$ cat src/regif_pkg.sv
/*
 * Register interface package
 *   bus, word and mask types
 *   host register numbers
 *   address channel indices and count
 *   timer divider and write mask reset value
 */
package regif_pkg;

    typedef logic [7:0]  byte_t;      // host bus byte
    typedef logic [15:0] word_t;      // register, address or data word
    typedef logic [3:0]  wrmask_t;    // VRAM nibble write mask
    typedef logic [3:0]  intr_mask_t; // interrupt enables

    // host visible register numbers, others read zero
    typedef enum logic [3:0] {
        RD_INCR  = 4'd2,
        RD_ADDR  = 4'd3,
        WR_INCR  = 4'd4,
        WR_ADDR  = 4'd5,
        DATA     = 4'd6,
        SYS_CTRL = 4'd8,
        TIMER    = 4'd9,
        RW_INCR  = 4'd12,
        RW_ADDR  = 4'd13,
        RW_DATA  = 4'd14
    } reg_num_t;

    typedef logic [1:0] chan_idx_t;

    localparam int        NUM_CHAN = 3;
    localparam chan_idx_t CHAN_RD  = 2'd0;  // pre-read stream
    localparam chan_idx_t CHAN_WR  = 2'd1;  // write stream
    localparam chan_idx_t CHAN_RW  = 2'd2;  // combined stream

    localparam int      TICK_DIV     = 2500;  // 25 MHz clk to 0.1 ms
    localparam wrmask_t WRMASK_RESET = 4'hF;

endpackage

$ cat src/host_reg_decode.sv
/*
 * Host register decoder
 *   byte writes to channel registers and SYS_CTRL
 *   even byte latch for DATA / RW_DATA
 *   registered VRAM access request on odd byte triggers
 *   combinational readback byte mux
 */
`timescale 1ns/1ps

module host_reg_decode import regif_pkg::*; (
    input  logic                clk,
    input  logic                reset_i,
    input  logic                bus_wr_i,
    input  logic                bus_rd_i,
    input  reg_num_t            bus_reg_num_i,
    input  logic                bus_bytesel_i,   // 0 = high byte
    input  byte_t               bus_data_i,
    output byte_t               bus_data_o,
    input  word_t               chan_addr_i [NUM_CHAN],
    input  word_t               chan_incr_i [NUM_CHAN],
    input  word_t               chan_rdata_i [NUM_CHAN],
    input  logic                busy_i,
    input  word_t               timer_i,
    output logic [NUM_CHAN-1:0] incr_hi_we_o,
    output logic [NUM_CHAN-1:0] incr_lo_we_o,
    output logic [NUM_CHAN-1:0] addr_hi_we_o,
    output logic [NUM_CHAN-1:0] addr_lo_we_o,
    output byte_t               wr_byte_o,
    output logic                req_valid_o,
    output chan_idx_t           req_chan_o,
    output logic                req_write_o,
    output word_t               req_data_o,
    output wrmask_t             vram_wrmask_o,
    output intr_mask_t          intr_mask_o
);

    logic                wr_even;
    logic                wr_odd;
    logic                rd_odd;
    logic [NUM_CHAN-1:0] incr_sel;    // register number hits a channel incr
    logic [NUM_CHAN-1:0] addr_sel;    // register number hits a channel addr
    byte_t               data_even;   // shared DATA / RW_DATA high byte
    logic                trig;
    chan_idx_t           trig_chan;
    logic                trig_write;
    word_t               rb_word;

    assign wr_even = bus_wr_i && !bus_bytesel_i;
    assign wr_odd  = bus_wr_i && bus_bytesel_i;
    assign rd_odd  = bus_rd_i && bus_bytesel_i;

    always_comb begin
        incr_sel          = '0;
        addr_sel          = '0;
        incr_sel[CHAN_RD] = (bus_reg_num_i == RD_INCR);
        incr_sel[CHAN_WR] = (bus_reg_num_i == WR_INCR);
        incr_sel[CHAN_RW] = (bus_reg_num_i == RW_INCR);
        addr_sel[CHAN_RD] = (bus_reg_num_i == RD_ADDR);
        addr_sel[CHAN_WR] = (bus_reg_num_i == WR_ADDR);
        addr_sel[CHAN_RW] = (bus_reg_num_i == RW_ADDR);
    end

    assign incr_hi_we_o = wr_even ? incr_sel : '0;
    assign incr_lo_we_o = wr_odd  ? incr_sel : '0;
    assign addr_hi_we_o = wr_even ? addr_sel : '0;
    assign addr_lo_we_o = wr_odd  ? addr_sel : '0;
    assign wr_byte_o    = bus_data_i;

    // odd byte events that start a VRAM access
    always_comb begin
        trig       = 1'b0;
        trig_chan  = CHAN_RD;
        trig_write = 1'b0;
        if (wr_odd) begin
            case (bus_reg_num_i)
                RD_ADDR: begin
                    trig = 1'b1;             // pre-read at new address
                end
                RW_ADDR: begin
                    trig      = 1'b1;
                    trig_chan = CHAN_RW;
                end
                DATA: begin
                    trig       = 1'b1;
                    trig_chan  = CHAN_WR;
                    trig_write = 1'b1;
                end
                RW_DATA: begin
                    trig       = 1'b1;
                    trig_chan  = CHAN_RW;
                    trig_write = 1'b1;
                end
                default: ;
            endcase
        end else if (rd_odd) begin
            trig      = (bus_reg_num_i == DATA) || (bus_reg_num_i == RW_DATA);
            trig_chan = (bus_reg_num_i == RW_DATA) ? CHAN_RW : CHAN_RD;
        end
    end

    always_ff @(posedge clk) begin
        if (reset_i) begin
            req_valid_o   <= 1'b0;
            intr_mask_o   <= '0;
            vram_wrmask_o <= WRMASK_RESET;
        end else begin
            req_valid_o <= trig && !busy_i;  // dropped while busy
            if (wr_even && bus_reg_num_i == SYS_CTRL) begin
                intr_mask_o <= bus_data_i[3:0];
            end
            if (wr_odd && bus_reg_num_i == SYS_CTRL) begin
                vram_wrmask_o <= bus_data_i[3:0];
            end
        end
    end

    always_ff @(posedge clk) begin
        if (wr_even && (bus_reg_num_i == DATA || bus_reg_num_i == RW_DATA)) begin
            data_even <= bus_data_i;
        end
        if (trig) begin
            req_chan_o  <= trig_chan;
            req_write_o <= trig_write;
            req_data_o  <= {data_even, bus_data_i};
        end
    end

    always_comb begin
        case (bus_reg_num_i)
            RD_INCR:  rb_word = chan_incr_i[CHAN_RD];
            RD_ADDR:  rb_word = chan_addr_i[CHAN_RD];
            WR_INCR:  rb_word = chan_incr_i[CHAN_WR];
            WR_ADDR:  rb_word = chan_addr_i[CHAN_WR];
            DATA:     rb_word = chan_rdata_i[CHAN_RD];
            SYS_CTRL: rb_word = {4'b0, intr_mask_o, busy_i, 3'b0, vram_wrmask_o};
            TIMER:    rb_word = timer_i;
            RW_INCR:  rb_word = chan_incr_i[CHAN_RW];
            RW_ADDR:  rb_word = chan_addr_i[CHAN_RW];
            RW_DATA:  rb_word = chan_rdata_i[CHAN_RW];
            default:  rb_word = '0;
        endcase
    end

    assign bus_data_o = bus_bytesel_i ? rb_word[7:0] : rb_word[15:8];

endmodule

$ cat src/mem_access_ctrl.sv
/*
 * VRAM access controller
 *   accepts one request at a time
 *   holds select, address and data until ack
 *   steps the owning channel and hands back read data
 */
`timescale 1ns/1ps

module mem_access_ctrl import regif_pkg::*; (
    input  logic                clk,
    input  logic                reset_i,
    input  logic                req_valid_i,
    input  chan_idx_t           req_chan_i,
    input  logic                req_write_i,
    input  word_t               req_data_i,
    input  word_t               chan_addr_i [NUM_CHAN],
    input  logic                vram_ack_i,
    input  word_t               vram_rdata_i,
    output logic                vram_sel_o,
    output logic                vram_wr_o,
    output word_t               vram_addr_o,
    output word_t               vram_data_o,
    output logic [NUM_CHAN-1:0] step_o,
    output logic [NUM_CHAN-1:0] rdata_we_o,
    output word_t               rdata_o,
    output logic                busy_o
);

    chan_idx_t cur_chan;  // owner of the access in flight
    logic      done;

    assign done = vram_sel_o && vram_ack_i;

    always_ff @(posedge clk) begin
        if (reset_i) begin
            vram_sel_o <= 1'b0;
            vram_wr_o  <= 1'b0;
            cur_chan   <= CHAN_RD;
        end else if (!vram_sel_o) begin
            if (req_valid_i) begin
                vram_sel_o <= 1'b1;
                vram_wr_o  <= req_write_i;
                cur_chan   <= req_chan_i;
            end
        end else if (vram_ack_i) begin
            vram_sel_o <= 1'b0;        // drop at the ack edge
            vram_wr_o  <= 1'b0;
        end
    end

    // address and data held stable while selected
    always_ff @(posedge clk) begin
        if (!vram_sel_o && req_valid_i) begin
            vram_addr_o <= chan_addr_i[req_chan_i];
            vram_data_o <= req_data_i;
        end
    end

    always_comb begin
        step_o     = '0;
        rdata_we_o = '0;
        if (done) begin
            step_o[cur_chan]     = 1'b1;
            rdata_we_o[cur_chan] = !vram_wr_o;
        end
    end

    assign rdata_o = vram_rdata_i;
    assign busy_o  = req_valid_i || vram_sel_o;

endmodule

$ cat src/reg_interface_top.sv
/*
 * Video controller host register block
 *   register decoder, three VRAM address channels,
 *   VRAM access controller and timer
 */
`timescale 1ns/1ps

module reg_interface_top import regif_pkg::*; (
    input  logic       clk,
    input  logic       reset_i,
    input  logic       bus_wr_i,
    input  logic       bus_rd_i,
    input  reg_num_t   bus_reg_num_i,
    input  logic       bus_bytesel_i,
    input  byte_t      bus_data_i,
    output byte_t      bus_data_o,
    output logic       vram_sel_o,
    output logic       vram_wr_o,
    output word_t      vram_addr_o,
    output word_t      vram_data_o,
    output wrmask_t    vram_wrmask_o,
    input  logic       vram_ack_i,
    input  word_t      vram_rdata_i,
    output intr_mask_t intr_mask_o
);

    word_t               chan_addr [NUM_CHAN];
    word_t               chan_incr [NUM_CHAN];
    word_t               chan_rdata [NUM_CHAN];
    logic [NUM_CHAN-1:0] incr_hi_we;
    logic [NUM_CHAN-1:0] incr_lo_we;
    logic [NUM_CHAN-1:0] addr_hi_we;
    logic [NUM_CHAN-1:0] addr_lo_we;
    byte_t               wr_byte;
    logic [NUM_CHAN-1:0] step;
    logic [NUM_CHAN-1:0] rdata_we;
    word_t               rdata;
    logic                req_valid;
    chan_idx_t           req_chan;
    logic                req_write;
    word_t               req_data;
    logic                busy;
    word_t               timer;

    host_reg_decode u_decode (
        .clk           (clk),
        .reset_i       (reset_i),
        .bus_wr_i      (bus_wr_i),
        .bus_rd_i      (bus_rd_i),
        .bus_reg_num_i (bus_reg_num_i),
        .bus_bytesel_i (bus_bytesel_i),
        .bus_data_i    (bus_data_i),
        .bus_data_o    (bus_data_o),
        .chan_addr_i   (chan_addr),
        .chan_incr_i   (chan_incr),
        .chan_rdata_i  (chan_rdata),
        .busy_i        (busy),
        .timer_i       (timer),
        .incr_hi_we_o  (incr_hi_we),
        .incr_lo_we_o  (incr_lo_we),
        .addr_hi_we_o  (addr_hi_we),
        .addr_lo_we_o  (addr_lo_we),
        .wr_byte_o     (wr_byte),
        .req_valid_o   (req_valid),
        .req_chan_o    (req_chan),
        .req_write_o   (req_write),
        .req_data_o    (req_data),
        .vram_wrmask_o (vram_wrmask_o),
        .intr_mask_o   (intr_mask_o)
    );

    // RD, WR and RW channels
    for (genvar c = 0; c < NUM_CHAN; c++) begin : g_chan
        vram_addr_channel u_chan (
            .clk          (clk),
            .reset_i      (reset_i),
            .incr_hi_we_i (incr_hi_we[c]),
            .incr_lo_we_i (incr_lo_we[c]),
            .addr_hi_we_i (addr_hi_we[c]),
            .addr_lo_we_i (addr_lo_we[c]),
            .wr_byte_i    (wr_byte),
            .step_i       (step[c]),
            .rdata_we_i   (rdata_we[c]),
            .rdata_i      (rdata),
            .addr_o       (chan_addr[c]),
            .incr_o       (chan_incr[c]),
            .rdata_o      (chan_rdata[c])
        );
    end

    mem_access_ctrl u_mem (
        .clk          (clk),
        .reset_i      (reset_i),
        .req_valid_i  (req_valid),
        .req_chan_i   (req_chan),
        .req_write_i  (req_write),
        .req_data_i   (req_data),
        .chan_addr_i  (chan_addr),
        .vram_ack_i   (vram_ack_i),
        .vram_rdata_i (vram_rdata_i),
        .vram_sel_o   (vram_sel_o),
        .vram_wr_o    (vram_wr_o),
        .vram_addr_o  (vram_addr_o),
        .vram_data_o  (vram_data_o),
        .step_o       (step),
        .rdata_we_o   (rdata_we),
        .rdata_o      (rdata),
        .busy_o       (busy)
    );

    tick_timer u_timer (
        .clk     (clk),
        .reset_i (reset_i),
        .timer_o (timer)
    );

endmodule

$ cat src/tick_timer.sv
/*
 * Tenth millisecond timer
 *   clock prescaler and wrapping 16-bit count
 */
`timescale 1ns/1ps

module tick_timer import regif_pkg::*; (
    input  logic  clk,
    input  logic  reset_i,
    output word_t timer_o
);

    localparam int PRESC_W = $clog2(TICK_DIV);

    logic [PRESC_W-1:0] presc;

    always_ff @(posedge clk) begin
        if (reset_i) begin
            presc   <= '0;
            timer_o <= '0;
        end else if (presc == PRESC_W'(TICK_DIV - 1)) begin
            presc   <= '0;
            timer_o <= timer_o + 16'd1;  // wraps
        end else begin
            presc <= presc + 1'b1;
        end
    end

endmodule

$ cat src/vram_addr_channel.sv
/*
 * VRAM address channel
 *   address and increment, written a byte at a time
 *   address step on access ack
 *   last word read through this channel
 */
`timescale 1ns/1ps

module vram_addr_channel import regif_pkg::*; (
    input  logic  clk,
    input  logic  reset_i,
    input  logic  incr_hi_we_i,
    input  logic  incr_lo_we_i,
    input  logic  addr_hi_we_i,
    input  logic  addr_lo_we_i,
    input  byte_t wr_byte_i,
    input  logic  step_i,       // access acked
    input  logic  rdata_we_i,
    input  word_t rdata_i,
    output word_t addr_o,
    output word_t incr_o,
    output word_t rdata_o
);

    always_ff @(posedge clk) begin
        if (reset_i) begin
            addr_o  <= '0;
            incr_o  <= '0;
            rdata_o <= '0;
        end else begin
            if (incr_hi_we_i) begin
                incr_o[15:8] <= wr_byte_i;
            end
            if (incr_lo_we_i) begin
                incr_o[7:0] <= wr_byte_i;
            end

            // step wins over a host byte write
            if (step_i) begin
                addr_o <= addr_o + incr_o;  // wraps at 16 bits
            end else begin
                if (addr_hi_we_i) begin
                    addr_o[15:8] <= wr_byte_i;
                end
                if (addr_lo_we_i) begin
                    addr_o[7:0] <= wr_byte_i;
                end
            end

            if (rdata_we_i) begin
                rdata_o <= rdata_i;
            end
        end
    end

endmodule
$ cat config.mk
export PLATFORM = sky130hd
export DESIGN_NAME = reg_interface_top
export DESIGN_NICKNAME = d
export VERILOG_FILES = /design/src/regif_pkg.sv /design/src/host_reg_decode.sv /design/src/mem_access_ctrl.sv /design/src/reg_interface_top.sv /design/src/tick_timer.sv /design/src/vram_addr_channel.sv
export SDC_FILE = /design/constraint.sdc
export NUM_CORES = 1
export LEC_CHECK = 0
export ABC_AREA = 0
export BUFFER_PORTS_ARGS = -buffer_cell sky130_fd_sc_hd__buf_2
export CORE_AREA = 2 2 168 170
export CTS_BUF_LIST = sky130_fd_sc_hd__clkbuf_4
export DETAILED_ROUTE_END_ITERATION = 8
export DIE_AREA = 0 0 170 172
export SLEW_MARGIN = 20
export SYNTH_ARGS = -nofsm -noshare
export SYNTH_HDL_FRONTEND = slang
export SYNTH_SLANG_ARGS = --single-unit
$ cat constraint.sdc
create_clock -name clk -period 9.1 [get_ports clk]
set_input_delay 0.455 -clock clk [delete_from_list [all_inputs] [get_ports clk]]
set_output_delay 0.455 -clock clk [all_outputs]
set_load 0.05 [all_outputs]
==> impl_results.md <==
* Grt ovf at 0
* Crit path top cell by count: buf_2
* Seq pwr share at 49.6%
* Synth warnings at 0
* CP Cell Sequence: buf_2 -> nor2b_1 -> and2_1 -> a22oi_1 -> a21oi_1 -> a2111oi_0 -> a31oi_1 -> buf_2
* Rows at 61
* Tmin final at 3640 ps
* Critical path's slowest cell: nor2b_1
* Worst R2R End: g_chan[0].u_chan.addr_o[14]
* Avg Synthesized Cell Area at 8.99 sq um
* Critical Path AT at 3180 ps
* Layout cells sized above 1 at 15.1%
* Distinct cells, synth at 68
* Starting Density at 44.3%
* Die width at 170 um
* I/O pins at 84
* First-pass GRT wire length at 61.1 mm
* CP endpoint kind: primary output
* Syn Std Cell Area at 12200 sq um
* Bufs and invs on worst path at 2
* Synth area leader: dfxtp_1
* Unrepaired setup endpoints after global routing: no
* FILL cells at 2718
* Antenna violations before repair at 2
* Final ANT Viol Nets at 0
* Comb pwr share at 6.9%
* FF+latch count, synth at 228
* Via Count at 10900
* Hold path cells at 1
* Design Power at 2.15 mW
* Net count of the finished layout at 1534
* HP Class: in -> reg
* FMAX at 275 MHz
* Setup TNS Final at 0 ps
* Delay-heaviest family, CP: simple AND/OR/NAND/NOR gates
* CP peak stage delay at 800 ps
* Full die area at 29200 sq um
* Final Max Slew Viols at 0
* Switching Fraction at 26.0%
* Final period utilization at 40.0%
* Floorplan core area at 27500 sq um
* Yosys top cell area share at 27.8%
* Maximum vdd ir drop at 0.000111 V
* Worst-case reg-to-reg path depth at 9
* I/O Buffers at 83
* Syn nets at 1439
* Pwr Density at 155 nW/um^2
* Largest net degree at the start of global routing at 84
* Clk network pwr share at 43.6%
* CTS clk-pin slew, worst paths at 70 ps
* Commonest cells post-synth: dfxtp_1 (169), nand2_1 (167), nor2_1 (146), a21oi_1 (113), mux2i_1 (98)
* Hpwl dp at 29.5 mm
* Skew final at 53.0 ps
* Die height at 172 um
* Final Hold Fails at 0
* Sinks on Clock Net at 228
* Int Pwr at 1.59 mW
* Number of max-cap violations at 0
* R2r setup slk at 6260 ps
* DR WL/cell at 22.1 um
* Worst Path Required at 8650 ps
* Slew at the pin closest to its max-slew limit at 1100 ps
* Ys flop type: dfxtp_1
* Slew HR at 26.6%
* Worst Hold End: u_decode.data_even[7]
* Routability cong. at 1.06
* Worst-Skew Late Latency at 740 ps
* H-tree Lvls at 2
* Final cell count without fillers at 1848
* GRT Total Usage at 27.8%
* CTS root buffer: clkbuf_4
* CTS Buffer Depth at 3
* Setup CP Type: in -> out
* Status: complete, no violations
* Final setup viols at 0
* Psw at 0.557 mW
* Syn-to-layout area delta at 13.6%
* Largest cells by area after synthesis: dfxtp_1 (28%), edfxtp_1 (15%), mux2i_1 (8.1%), nand2_1 (5.1%), ha_1 (4.8%)
* Drt first pass iters at 5
* Asr flop ratio synth at 0%
* Final WL at 40.8 mm
* Vias in the first global route at 10300
* Placed Instances at 1716
* Cell with the most instances after synthesis: dfxtp_1
* Leakage Power at 5.41 nW
* Num CTS Buffers at 61
* CP startpoint kind: input port
* DRT iter0 DRCs at 1044
* Hold_sp: bus_data_i[7]
* Post-synthesis sequential area ratio at 42.3%
* CTS tree: done
* Post-synth EDFFs at 59
* Post-Syn Instances at 1355
* Post-route DRC violation count at 0
* Worst R2R Start: g_chan[0].u_chan.addr_o[0]
* CP Max Fanout at 31
* Number of vias per cell at 5.91
[final cells by class]
type                       count  area (sq um)  area share [%]
multi-input combinational   1037          6700            48.5
inverter                      11          41.3           0.298
timing repair buffer         111           671            4.85
clock buffer                 100           751            5.43
clock inverter                14          77.6           0.561
sequential                   228          5150            37.3
tap                          346           433            3.13
antenna                        1          2.50          0.0181
[per-stage QoR]
stage	worst slack, ps	utilization [%]	hold WS [ps]	instance area (sq um)
6_report	5460	50.3	186	13800
5_1_grt	5320	50.3	127	13800
4_1_cts	5560	50.3	132	13800
3_5_place_dp	5570	46.7	405	12800
3_3_place_gp	5640	46.7	402	12800
2_1_floorplan	5760	-	400	12200
[timing repair]
| action | CTS | global route |
|---|---|---|
| endpoints found under the hold margin | 32 | 0 |
| buffers inserted | 0 | 0 |
| hold buffers | 17 | 0 |
| gates resized for setup | 0 | 0 |
[state kept, by name, summed over array words and instances, names as in the netlist]
register,cells
g_chan.u_chan.rdata_o,32
u_decode.data_even,8
u_decode.req_data_o,16
u_decode.intr_mask_o,4
u_decode.req_chan_o,2
u_mem.vram_addr_o,16
g_chan.u_chan.addr_o,48
u_mem.vram_sel_o,1
u_mem.cur_chan,2
u_decode.req_write_o,1
u_mem.vram_data_o,16
u_timer.presc,12
g_chan.u_chan.incr_o,48
u_decode.req_valid_o,1
u_mem.vram_wr_o,1
u_decode.vram_wrmask_o,4
u_timer.timer_o,16
[routing by layer]
layer	routed length, um	global-route usage (%)	vias up
li1	-	-	5193
met3	3590	6.80	100
met4	1870	12.5	2
met5	8	0	-
met1	18100	37.7	5117
met2	17200	42.2	510
[how the worst max path moves through the flow]
stage                          start                endpoint  slack (ps)  cells after the start
CTS                 bus_reg_num_i[2]           bus_data_o[7]        5560                      6
floorplan           bus_reg_num_i[2]  u_decode.req_chan_o[0]        5760                      6
finish              bus_reg_num_i[2]           bus_data_o[5]        5460                      8
global route        bus_reg_num_i[2]           bus_data_o[7]        5320                      6
detailed placement  bus_reg_num_i[2]           bus_data_o[7]        5570                      6
global placement    bus_reg_num_i[2]           bus_data_o[5]        5640                      8
[worst register-to-register path, stage by stage (launching register included)]
cell	delay [ps]
dfxtp_1	400
ha_1	290
fa_1	420
a21o_1	200
a21oi_1	340
nor4_1	110
nor3_1	450
nor2b_1	120
and2_1	160
o32ai_1	270
[layout by cell type (no fill, tap or decap), drive strengths merged, types with 29 or more instances in the layout]
cell type  count
o21ai         56
dfxtp        169
buf           94
nor2         146
ha            47
nand2        168
a211oi        44
mux2i         98
xor2          29
a21oi        113
edfxtp        59
clkbuf       100
nand3         48
[power groups by stage]
stage | Combinational [mW] | Sequential (mW) | Clock, mW
after CTS | 0.145 | 1.06 | 0.958
after global routing | 0.157 | 1.06 | 1.01
final | 0.147 | 1.06 | 0.935
after floorplan | 0.0846 | 1.09 | 0
after global placement | 0.138 | 1.09 | 0
after detailed placement | 0.139 | 1.09 | 0
[cells by family (layout without fill, tap and decap cells)]
group | count (synthesis) | after routing | synth area share (%)
compound gates | 360 | 360 | 19.4
flops | 228 | 228 | 42.3
fa+ha+maj | 50 | 50 | 5.32
mux | 103 | 103 | 8.52
buf+inv | 90 | 236 | 2.81
xor+xnor | 56 | 56 | 4.03
other cells | 0 | 1 | 0
simple gates | 468 | 468 | 17.6
(Power assumes the default switching activity.)
